**src/logic/os_pkg.sv**
```systemverilog
//--------------------------------------------------------------------------
// oversampler types and constants
// sample word layout, phase select and recovered bit pair
//--------------------------------------------------------------------------
package os_pkg;

    // bit k = first data bit at phase k, bit k+4 = second data bit at phase k
    // phases step by 45 degrees, even positions arrive inverted
    typedef logic [7:0] os_samples_t;

    typedef struct packed {
        logic       inv;      // odd bit alignment, delay the stream by one bit
        logic [1:0] sample;   // phase state code, gray ordered
    } phase_sel_t;

    typedef struct packed {
        logic first;          // earlier bit on the line
        logic second;
    } bit_pair_t;

    // even samples come from the complementary buffer leg
    localparam os_samples_t EVEN_INV_MASK = 8'h55;

    // 1 adds a half-period swap of the pair order
    localparam logic POSNEG = 1'b0;

    // phase states walk in gray order, S0..S3 pick sample index 0..3
    localparam logic [1:0] PH_S0 = 2'b00;
    localparam logic [1:0] PH_S1 = 2'b01;
    localparam logic [1:0] PH_S2 = 2'b11;
    localparam logic [1:0] PH_S3 = 2'b10;

    // zero pairs in a row before the bit-alignment tracker rearms
    // longer than any zero run inside a framed stream
    localparam logic [4:0] IDLE_PAIRS = 5'd16;

endpackage

```
**src/logic/link_pkg.sv**
```systemverilog
//--------------------------------------------------------------------------
// trigger link framing types and constants
//--------------------------------------------------------------------------
package link_pkg;

    // frame on the line: marker byte then payload byte, msb first
    localparam logic [7:0] MARKER_BYTE = 8'hB5;

    localparam logic [2:0] LOCK_HITS   = 3'd4;   // markers in a row to lock
    localparam logic [1:0] LOSS_MISSES = 2'd2;   // missed markers in a row to unlock

    // 16 bits per frame at 2 bits per cycle, counted 0..7
    localparam logic [2:0] FRAME_LAST_CYCLE = 3'd7;

    typedef struct packed {
        logic [7:0] data;     // payload byte, held while valid
        logic       valid;    // one-cycle strobe
    } frame_t;

endpackage

```
**src/logic/os_edge_detect.sv**
```systemverilog
//--------------------------------------------------------------------------
// oversampler edge detector
// registers the phase samples and flags edges between adjacent phases
//--------------------------------------------------------------------------
`timescale 1ns/1ps

module os_edge_detect import os_pkg::*; (
    input  logic        fastclock,
    input  logic        rst_n,
    input  os_samples_t samples,
    output os_samples_t samples_fix,   // uninverted, 2 cycles after the port
    output logic [3:0]  eq4,           // edge seen between phase k and k+1
    output logic [3:0]  phase_err4     // per phase state code
);

    os_samples_t samples_q;            // first stage, still with the even inversion

    always_ff @(posedge fastclock or negedge rst_n) begin
        if (!rst_n) begin
            samples_q   <= EVEN_INV_MASK;   // same as an idle low line
            samples_fix <= '0;
            eq4         <= '0;
        end else begin
            samples_q   <= samples;
            samples_fix <= samples_q ^ EVEN_INV_MASK;   // uninvert even bits

            // neighbours come from opposite legs, so equal raw bits mean the line toggled
            eq4[0] <= (samples_q[0] == samples_q[1]) || (samples_q[4] == samples_q[5]);
            eq4[1] <= (samples_q[1] == samples_q[2]) || (samples_q[5] == samples_q[6]);
            eq4[2] <= (samples_q[2] == samples_q[3]) || (samples_q[6] == samples_q[7]);
            // wrap position, last phase of the previous bit against phase 0
            eq4[3] <= (samples_q[3] == samples_q[4]) || (samples_fix[7] == samples_q[0]);
        end
    end

    //----------------------------------------------------------------------
    // a phase is unsafe when an edge sits on either side of it
    //----------------------------------------------------------------------
    assign phase_err4[PH_S0] = eq4[3] | eq4[0];   // sample 0
    assign phase_err4[PH_S1] = eq4[0] | eq4[1];   // sample 1
    assign phase_err4[PH_S2] = eq4[1] | eq4[2];   // sample 2
    assign phase_err4[PH_S3] = eq4[2] | eq4[3];   // sample 3

    // phase machine runs off eq4 every cycle
    eq4_known: assert property (@(posedge fastclock) disable iff (!rst_n)
        !$isunknown(eq4))
        else $error("eq4 unknown after reset");

endmodule

```
**src/logic/os_phase_fsm.sv**
```systemverilog
//--------------------------------------------------------------------------
// oversampler phase machine
// walks the sampling phase away from edges and tracks odd bit alignment
//--------------------------------------------------------------------------
`timescale 1ns/1ps

module os_phase_fsm import os_pkg::*; (
    input  logic       fastclock,
    input  logic       rst_n,
    input  logic [3:0] eq4,
    input  logic [1:0] pair_raw,       // {first, second} of the selected phase
    input  logic       phase_manual,
    input  phase_sel_t phase_sel_in,
    output phase_sel_t phase_sel
);

    logic [1:0] state;
    logic [1:0] state_nxt;
    logic       wrap;         // step across the bit boundary, sample 0 <-> 3
    logic       wrap_d;       // lines up with the first pair taken at the new phase
    logic       inv;
    logic       inv_base;     // inv before any wrap correction
    logic [4:0] idle_cnt;     // zero pairs in a row
    logic       armed;        // line has been idle, next one marks the frame start

    //----------------------------------------------------------------------
    // phase walk, later flag wins
    //----------------------------------------------------------------------
    always_comb begin
        state_nxt = state;
        case (state)
            PH_S0: begin
                if (eq4[0]) state_nxt = PH_S3;
                if (eq4[3]) state_nxt = PH_S1;
            end
            PH_S1: begin
                if (eq4[1]) state_nxt = PH_S0;
                if (eq4[0]) state_nxt = PH_S2;
            end
            PH_S2: begin
                if (eq4[1]) state_nxt = PH_S3;
                if (eq4[2]) state_nxt = PH_S1;
            end
            default: begin                        // PH_S3
                if (eq4[3]) state_nxt = PH_S2;
                if (eq4[2]) state_nxt = PH_S0;
            end
        endcase
    end

    // moving between sample 0 and 3 shifts the recovered stream by one bit
    assign wrap = !phase_manual &&
                  ((state == PH_S0 && state_nxt == PH_S3) ||
                   (state == PH_S3 && state_nxt == PH_S0));

    // first one after idle: in the first slot means even alignment
    always_comb begin
        inv_base = inv;
        if (armed && pair_raw[1])
            inv_base = 1'b0;
        else if (armed && pair_raw[0])
            inv_base = 1'b1;
    end

    always_ff @(posedge fastclock or negedge rst_n) begin
        if (!rst_n) begin
            state    <= PH_S0;
            inv      <= 1'b0;
            wrap_d   <= 1'b0;
            idle_cnt <= '0;
            armed    <= 1'b0;
        end else begin
            if (!phase_manual)
                state <= state_nxt;               // held in manual mode
            wrap_d <= wrap;
            inv    <= inv_base ^ wrap_d;          // keeps bit parity across a wrap
            if (pair_raw != 2'b00) begin
                idle_cnt <= '0;
                armed    <= 1'b0;
            end else if (idle_cnt == IDLE_PAIRS) begin
                armed <= 1'b1;
            end else begin
                idle_cnt <= idle_cnt + 5'd1;
            end
        end
    end

    always_comb begin
        if (phase_manual) begin
            phase_sel = phase_sel_in;
        end else begin
            phase_sel.inv    = inv;
            phase_sel.sample = state;
        end
    end

    // the sampling point never jumps more than one phase
    gray_step: assert property (@(posedge fastclock) disable iff (!rst_n)
        1'b1 |=> ($countones(state ^ $past(state)) <= 1))
        else $error("phase state moved more than one gray step");

endmodule

```
**src/logic/os_sample_mux.sv**
```systemverilog
//--------------------------------------------------------------------------
// oversampler sample mux
// picks the selected phase and orders the recovered bit pair
//--------------------------------------------------------------------------
`timescale 1ns/1ps

module os_sample_mux import os_pkg::*; (
    input  logic        fastclock,
    input  logic        rst_n,
    input  os_samples_t samples_fix,
    input  logic [3:0]  phase_err4,
    input  phase_sel_t  phase_sel,
    output logic [1:0]  pair_raw,      // {first, second}, no alignment applied
    output bit_pair_t   pair,
    output logic        phase_err
);

    logic [1:0] raw_sel;
    logic       second_q;              // last cycle's second bit
    logic       swap;

    always_comb begin
        case (phase_sel.sample)
            PH_S0:   raw_sel = {samples_fix[0], samples_fix[4]};   // 0 and 180 deg
            PH_S1:   raw_sel = {samples_fix[1], samples_fix[5]};   // 45 and 225 deg
            PH_S2:   raw_sel = {samples_fix[2], samples_fix[6]};   // 90 and 270 deg
            default: raw_sel = {samples_fix[3], samples_fix[7]};   // 135 and 315 deg
        endcase
    end

    always_ff @(posedge fastclock or negedge rst_n) begin
        if (!rst_n) begin
            pair_raw  <= '0;
            second_q  <= 1'b0;
            phase_err <= 1'b0;
        end else begin
            pair_raw  <= raw_sel;
            second_q  <= pair_raw[0];
            phase_err <= phase_err4[phase_sel.sample];   // err flags indexed by code
        end
    end

    // a one-bit delay is the same as sampling on the other edge, so the
    // previous second bit leads and the current first bit follows
    assign swap        = phase_sel.inv ^ POSNEG;
    assign pair.first  = swap ? second_q    : pair_raw[1];
    assign pair.second = swap ? pair_raw[1] : pair_raw[0];

endmodule

```
**src/logic/frame_aligner.sv**
```systemverilog
//--------------------------------------------------------------------------
// trigger link frame aligner
// hunts the marker byte, locks to the frame and strobes out payload bytes
//--------------------------------------------------------------------------
`timescale 1ns/1ps

module frame_aligner import os_pkg::*, link_pkg::*; (
    input  logic      fastclock,
    input  logic      rst_n,
    input  bit_pair_t pair,
    output frame_t    frame,
    output logic      locked
);

    logic [15:0] win;          // last 16 line bits, newest at bit 0
    logic [2:0]  fcnt;         // cycles since the last marker
    logic [2:0]  hits;         // markers seen one frame apart
    logic [1:0]  misses;
    logic        mk_hit;
    logic        at_slot;      // next marker due this cycle
    logic [7:0]  data_q;
    logic        valid_q;

    // window moves by two bits, so every even byte offset passes win[15:8]
    // once per byte; marker in the upper byte means payload is complete below
    assign mk_hit  = (win[15:8] == MARKER_BYTE);
    assign at_slot = (fcnt == FRAME_LAST_CYCLE);

    always_ff @(posedge fastclock) begin
        win <= {win[13:0], pair.first, pair.second};   // first bit is older
        if (at_slot && mk_hit)
            data_q <= win[7:0];
    end

    //----------------------------------------------------------------------
    // hunt, lock and loss
    //----------------------------------------------------------------------
    always_ff @(posedge fastclock or negedge rst_n) begin
        if (!rst_n) begin
            fcnt    <= '0;
            hits    <= '0;
            misses  <= '0;
            locked  <= 1'b0;
            valid_q <= 1'b0;
        end else begin
            valid_q <= 1'b0;
            fcnt    <= fcnt + 3'd1;                  // wraps once per frame
            if (!locked) begin
                if (mk_hit) begin
                    fcnt <= '0;
                    if (at_slot && hits != '0) begin
                        hits <= hits + 3'd1;
                        if (hits + 3'd1 == LOCK_HITS) begin
                            locked <= 1'b1;
                            misses <= '0;
                        end
                    end else begin
                        hits <= 3'd1;                // new candidate offset
                    end
                end else if (at_slot) begin
                    hits <= '0;                      // expected marker missing
                end
            end else if (at_slot) begin
                if (mk_hit) begin
                    misses  <= '0;
                    valid_q <= 1'b1;
                end else if (misses == LOSS_MISSES - 2'd1) begin
                    locked <= 1'b0;
                    misses <= '0;
                    hits   <= '0;
                end else begin
                    misses <= misses + 2'd1;
                end
            end
        end
    end

    always_comb begin
        frame.data  = data_q;
        frame.valid = valid_q;
    end

    // payload strobes only come out of a locked link
    valid_needs_lock: assert property (@(posedge fastclock) disable iff (!rst_n)
        $rose(frame.valid) |-> locked)
        else $error("frame.valid rose while unlocked");

endmodule

```
**src/logic/sbit_link_rx.sv**
```systemverilog
//--------------------------------------------------------------------------
// trigger link receiver top
// 2x oversampler followed by the frame aligner
//--------------------------------------------------------------------------
`timescale 1ns/1ps

module sbit_link_rx import os_pkg::*, link_pkg::*; (
    input  logic        fastclock,
    input  logic        rst_n,
    input  os_samples_t samples,        // eight phase samples per cycle
    input  logic        phase_manual,
    input  phase_sel_t  phase_sel_in,
    output phase_sel_t  phase_sel_out,
    output logic        phase_err,
    output bit_pair_t   pair,           // 3 cycles after samples
    output frame_t      frame,
    output logic        locked
);

    os_samples_t samples_fix;
    logic [3:0]  eq4;
    logic [3:0]  phase_err4;
    logic [1:0]  pair_raw;

    os_edge_detect u_edge (
        .fastclock   (fastclock),
        .rst_n       (rst_n),
        .samples     (samples),
        .samples_fix (samples_fix),
        .eq4         (eq4),
        .phase_err4  (phase_err4)
    );

    os_phase_fsm u_fsm (
        .fastclock    (fastclock),
        .rst_n        (rst_n),
        .eq4          (eq4),
        .pair_raw     (pair_raw),
        .phase_manual (phase_manual),
        .phase_sel_in (phase_sel_in),
        .phase_sel    (phase_sel_out)   // also steers the mux
    );

    os_sample_mux u_mux (
        .fastclock   (fastclock),
        .rst_n       (rst_n),
        .samples_fix (samples_fix),
        .phase_err4  (phase_err4),
        .phase_sel   (phase_sel_out),
        .pair_raw    (pair_raw),
        .pair        (pair),
        .phase_err   (phase_err)
    );

    frame_aligner u_align (
        .fastclock (fastclock),
        .rst_n     (rst_n),
        .pair      (pair),
        .frame     (frame),
        .locked    (locked)
    );

endmodule

```
**config.mk**
```make
export PLATFORM = sky130hd
export DESIGN_NAME = sbit_link_rx
export DESIGN_NICKNAME = d
export VERILOG_FILES = /design/src/logic/os_pkg.sv /design/src/logic/link_pkg.sv /design/src/logic/os_edge_detect.sv /design/src/logic/os_phase_fsm.sv /design/src/logic/os_sample_mux.sv /design/src/logic/frame_aligner.sv /design/src/logic/sbit_link_rx.sv
export SDC_FILE = /design/constraint.sdc
export NUM_CORES = 1
export LEC_CHECK = 0
export BUFFER_PORTS_ARGS = -buffer_cell sky130_fd_sc_hd__buf_2
export CORE_ASPECT_RATIO = 0.75
export CORE_MARGIN = 10
export CORE_UTILIZATION = 50
export DETAILED_ROUTE_END_ITERATION = 7
export PLACE_DENSITY = 0.7
export SLEW_MARGIN = 20
export SYNTH_ARGS = -nofsm -noshare
export SYNTH_HDL_FRONTEND = slang
export SYNTH_SLANG_ARGS = --single-unit
```
**constraint.sdc**
```tcl
create_clock -name fastclock -period 1.5 [get_ports fastclock]
set_input_delay 0.075 -clock fastclock [delete_from_list [all_inputs] [get_ports fastclock]]
set_output_delay 0.075 -clock fastclock [all_outputs]
set_load 0.02 [all_outputs]
```
After elaboration in Yosys (flattened, before gate mapping)
Index checks and enable logic that the tools add are counted.
{ "op_classes": {"n_addsub": 4, "n_lt_le_gt_ge": 1, "eq_ne": 23, "muxes": 47, "bitwise_logic": 6, "n_reduce_logical": 25} }
{ "op_table": {"columns": ["cell", "n"], "rows": [
  ["$mux W2", 15],
  ["$mux W3", 10],
  ["$mux W1", 17],
  ["$pmux W2 S3", 2],
  ["$reduce_bool A2 Y1", 6],
  ["$mux W5", 2],
  ["$eq A1 B1 Y1", 8],
  ["$eq A2 B2 Y1 const B", 4],
  ["$eq A8 B8 Y1 const B", 1],
  ["$reduce_and A4 Y1", 2],
  ["$logic_and A1 B1 Y1", 7],
  ["$add A3 B1 Y3 const B", 2],
  ["$eq A2 B1 Y1 const B", 3],
  ["$eq A3 B3 Y1 const B", 2],
  ["$logic_not A2 Y1", 3],
  ["$ne A2 B2 Y1 const B", 3],
  ["$add A5 B1 Y5 const B", 1],
  ["$eq A5 B5 Y1 const B", 1],
  ["$logic_or A1 B1 Y1", 5],
  ["$not A4 Y4", 1],
  ["$or A1 B1 Y1", 4],
  ["$lt A2 B3 Y1 const B", 1],
  ["$reduce_bool A3 Y1", 1],
  ["$add A2 B1 Y2 const B", 1],
  ["other kinds (4)", 4]
]} }
{ "word_totals": {"ff_bits": 68, "in_bits": 14} }

Logic depth before layout (Yosys ltp)
{ "depth": {"ltp_word": 7, "ltp_mapped": 6, "mapped_depth_nobuf": 6} }

Cells and area by module
A second synthesis with hierarchy kept.
{ "unflattened": {"cells_unflattened": 176, "area_unflattened_um2": 2532.4} }
{ "by_module_without_submodules": {"columns": ["mod", "n_inst", "cells_each", "area_each_um2"], "rows": [
  ["frame_aligner", 1, 79, 1189.9],
  ["os_edge_detect", 1, 40, 630.6],
  ["os_phase_fsm", 1, 48, 510.5],
  ["os_sample_mux", 1, 9, 201.4]
]} }

Worst setup path after synthesis
Ideal clock, no wire load.
{ "synth_timing": {"path_type": "flip-flop to flip-flop", "startpoint": "register u_align.win[11]", "endpoint": "register u_align.data_q[0], enable pin", "setup_time_ns": 0.332, "arrival_time_ns": 1.057, "t_required_ns": 1.168, "slack_ns": 0.112, "path_stages_with_launch": 4, "path_buffers": 0, "path_cell_list": "dfxtp_1 nand4bb_2 nor2_4 and2_1"} }
{ "synth_via": {"elab_chain_len": 2} }
{ "synth_rtl": {"columns": ["item", "line_no", "rtl"], "rows": [
  ["start, declared", "frame_aligner.sv:15", "logic [15:0] win;"],
  ["start signal, assigned", "frame_aligner.sv:30", "win <= {win[13:0], pair.first, pair.second};"],
  ["$eq A8 B8 Y1", "frame_aligner.sv:26", "assign mk_hit = (win[15:8] == MARKER_BYTE);"],
  ["$logic_and A1 B1 Y1", "frame_aligner.sv:31", "if (at_slot && mk_hit)"],
  ["end signal, assigned", "frame_aligner.sv:32", "data_q <= win[7:0];"],
  ["end, declared", "frame_aligner.sv:21", "logic [7:0] data_q;"]
]} }
No other way between the ends.
A chain may end at the register's enable or synchronous reset.

==> reports/results.ini <==
[die]
die_w_microns=101
start_util_pct=53.3
row_count=21
die_area_sq_um=8130
die_h_microns=80.7
ios=30
core_sq_um=4600

[pwr]
swShare_pct=27.5
p_per_area_nw_per_um2=1680
ir_drop_uv=1200
clockPowerShare_pct=30.7
seq_power_share_pct=50.0
power.total_mw=5.16
switchingPower_mw=1.42
combPwrFrac_pct=19.3
leakagePower_nw=1.36
internal-power_mw=3.74

[grt]
gr-total-overflow=0
antenna_found_initial=0
grt_pass1_wl_mm=6.93
gr-usage-all-layers_pct=10.9
grt_pass1_vias=1452
grt_max_degree=27

[detailed_routing]
drcViolationCount=0
wl_per_cell_microns=14.4
wl_met1_mm=1.95
viasPerCell=4.93
wl_mm=4.16
vias=1424
drt_iter0_drc=78
route.met2.wl_mm=1.87
ant_nets=0
first_pass_iters=4
wl_met3_microns=309
top_layer_used=met4

[placement]
io_buffers=29
dp_hpwl_mm=2.87
routabilityCongestion=0.758

[synth]
yosysTopAreaCell=dfrtp_1
async_flop_share_pct=64.7
syn-num-nets=196
ys_seq_elements=68
yosys_warnings=0
synth_edf_count=8
syn-cell-area_sq_um=2450
synth_top_area_share_pct=40.8
seq_area_frac_synth_pct=68.0
ys_top_cells_by_area=dfrtp_1 (41%), dfxtp_1 (13%), edfxtp_1 (9.8%)
syn_area_per_cell_sq_um=14.0
syn_inst=175
synthTopCellsByCount=dfrtp_1 (40), dfxtp_1 (16), inv_1 (13)
yosys.cell_types.count=40
yosysMostFrequentCell=dfrtp_1
ys.flop_type=dfrtp_1

[setup_path]
end_kind=output port
r2r-end=u_align.hits[1]
reg2reg_from=u_align.fcnt[0]
start_kind=register
critPathKind=register to output port
crit_buf_inv=1
cp_top_family=multiplexers
cpPeakStageDelay_ns=0.41
critical_path_depth=3
ff2ff_path_depth=6
cp-endpoint=pair[1]
cp.required_ns=1.42
crit_path_cell_trace=mux2i_4 -> mux2_4 -> buf_6
path_max_fanout=3
cpMaxStageDelayCell=dfrtp_1
worstPathArrival_ns=1.40
reg2reg_setup_slack_ns=0.04
startpoint=u_fsm.inv

[finish]
diodes=0
nets=248
multi_input_area_sq_um=768
utilization_pct=66.9
fillers=322
drive_gt1_share_pct=29.7
area_growth_pct=25.4
regArea_sq_um=1670

[sta]
holdWs_ns=0.108
worst_pin_slew_ns=0.445
max_slew_margin_pct=70.3
maxSlewViolCount=0
fin_skew_ns=0.00740
rsz0062_at_grt=yes
fin_crit_sh_pct=98.5
layout_min_cycle_time_ns=1.48
fmax_ghz=0.677
setup_viol=0
finalHoldViolCount=0

[job]
drv_cap=0

[clocking]
cts_root_buf=clkbuf_8
cts.sinks=68
path_clk_slew_ns=0.07
clk-insertion-delay-late_ns=0.33
tritoncts=done
cts_made_buffers=9
h-tree-depth=3
max-clock-path-buffers=2

[min_path]
hold_start=phase_manual
min_path_cells=2
hold_class=primary input to register

[status]
status=complete, no violations

## flip-flops by register name, indices dropped and copies added (netlist names)
| name | count |
|---|---|
| u_align.data_q | 8 |
| u_align.fcnt | 3 |
| u_align.hits | 3 |
| u_align.locked | 1 |
| u_align.misses | 2 |
| u_align.valid_q | 1 |
| u_align.win | 16 |
| u_edge.eq4 | 4 |
| u_edge.samples_fix | 8 |
| u_edge.samples_q | 8 |
| u_fsm.armed | 1 |
| u_fsm.idle_cnt | 5 |
| u_fsm.inv | 1 |
| u_fsm.state | 2 |
| u_fsm.wrap_d | 1 |
| u_mux.pair_raw | 2 |
| u_mux.phase_err | 1 |
| u_mux.second_q | 1 |
## cell type report
cell class              instances  share of cell area [%]
repair buffers                 44                    9.93
clock buffers                   9                    4.03
inverters                      13                    1.59
well taps                      57                    2.32
multi-input cells              91                    25.0
clock inverters                 7                    2.97
flip-flops and latches         68                    54.2
## through the flow
stage          TNS, ns  cell area [sq um]  instances  setup WS (ns)
6_report             0               3080        289         0.0222
5_1_grt         -0.144               3080        289        -0.0419
4_1_cts              0               3020        286        0.00126
3_5_place_dp   -0.0143               2680        261        -0.0123
3_3_place_gp         0               2680        261         0.0518
2_1_floorplan        0               2450        175          0.112
## power groups by stage
stage	Sequential [mW]	Clock [mW]	Combinational [mW]
after floorplan	2.52	0	0.592
after global placement	2.57	0	0.780
after detailed placement	2.58	0	0.805
after CTS	2.57	1.63	0.908
after global routing	2.64	1.70	1.12
final	2.58	1.58	0.995
## metal layers
metal | vias to the layer above | track usage [%]
met4 | 0 | 4.08
met1 | 693 | 13.5
met2 | 31 | 15.2
met3 | 5 | 6.24
li1 | 695 | -
met5 | - | 0
## worst min-delay path by stage
stage,slack [ns],to
6_report,0.11,u_fsm.wrap_d
5_1_grt,0.11,u_mux.pair_raw[0]
4_1_cts,0.09,u_fsm.wrap_d
3_5_place_dp,0.05,u_edge.samples_q[1]
3_3_place_gp,0.04,u_edge.samples_q[1]
2_1_floorplan,-0.22,u_align.fcnt[0]
## logic make-up after synthesis
| logic type | after synthesis | share of synthesized area, % |
|---|---|---|
| simple gates | 41 | 9.80 |
| fa+ha+maj | 7 | 3.57 |
| buf+inv | 16 | 2.91 |
| flops | 68 | 68.0 |
| xor+xnor | 13 | 4.64 |
| mux | 10 | 5.20 |
| compound gates | 20 | 5.92 |
## what timing repair did
action | in CTS | in global routing
resized for setup | 9 | 6
setup buffers | 0 | 3
hold buffers | 9 | 0
endpoints found under the setup margin | 6 | 10
endpoints found under the hold margin | 26 | 0
## cells in the final DEF, fill, tap and decap left out, types with 3 or more instances in the layout
master | Yosys | routed
a21oi_1 | 6 | 6
nor3_1 | 5 | 5
nand2_1 | 9 | 9
buf_2 | 0 | 27
ha_1 | 7 | 5
edfxtp_1 | 8 | 8
mux2i_4 | 2 | 3
dfrtp_1 | 40 | 40
buf_4 | 1 | 5
dlygate4sd3_1 | 0 | 9
clkbuf_8 | 0 | 9
nor2b_1 | 5 | 5
nand3_1 | 3 | 3
dfstp_2 | 4 | 4
xor2_1 | 11 | 11
inv_1 | 13 | 13
mux2i_1 | 6 | 5
nor2_1 | 8 | 8
dfxtp_1 | 16 | 16
Note: power is estimated with default switching activity, not from simulation.
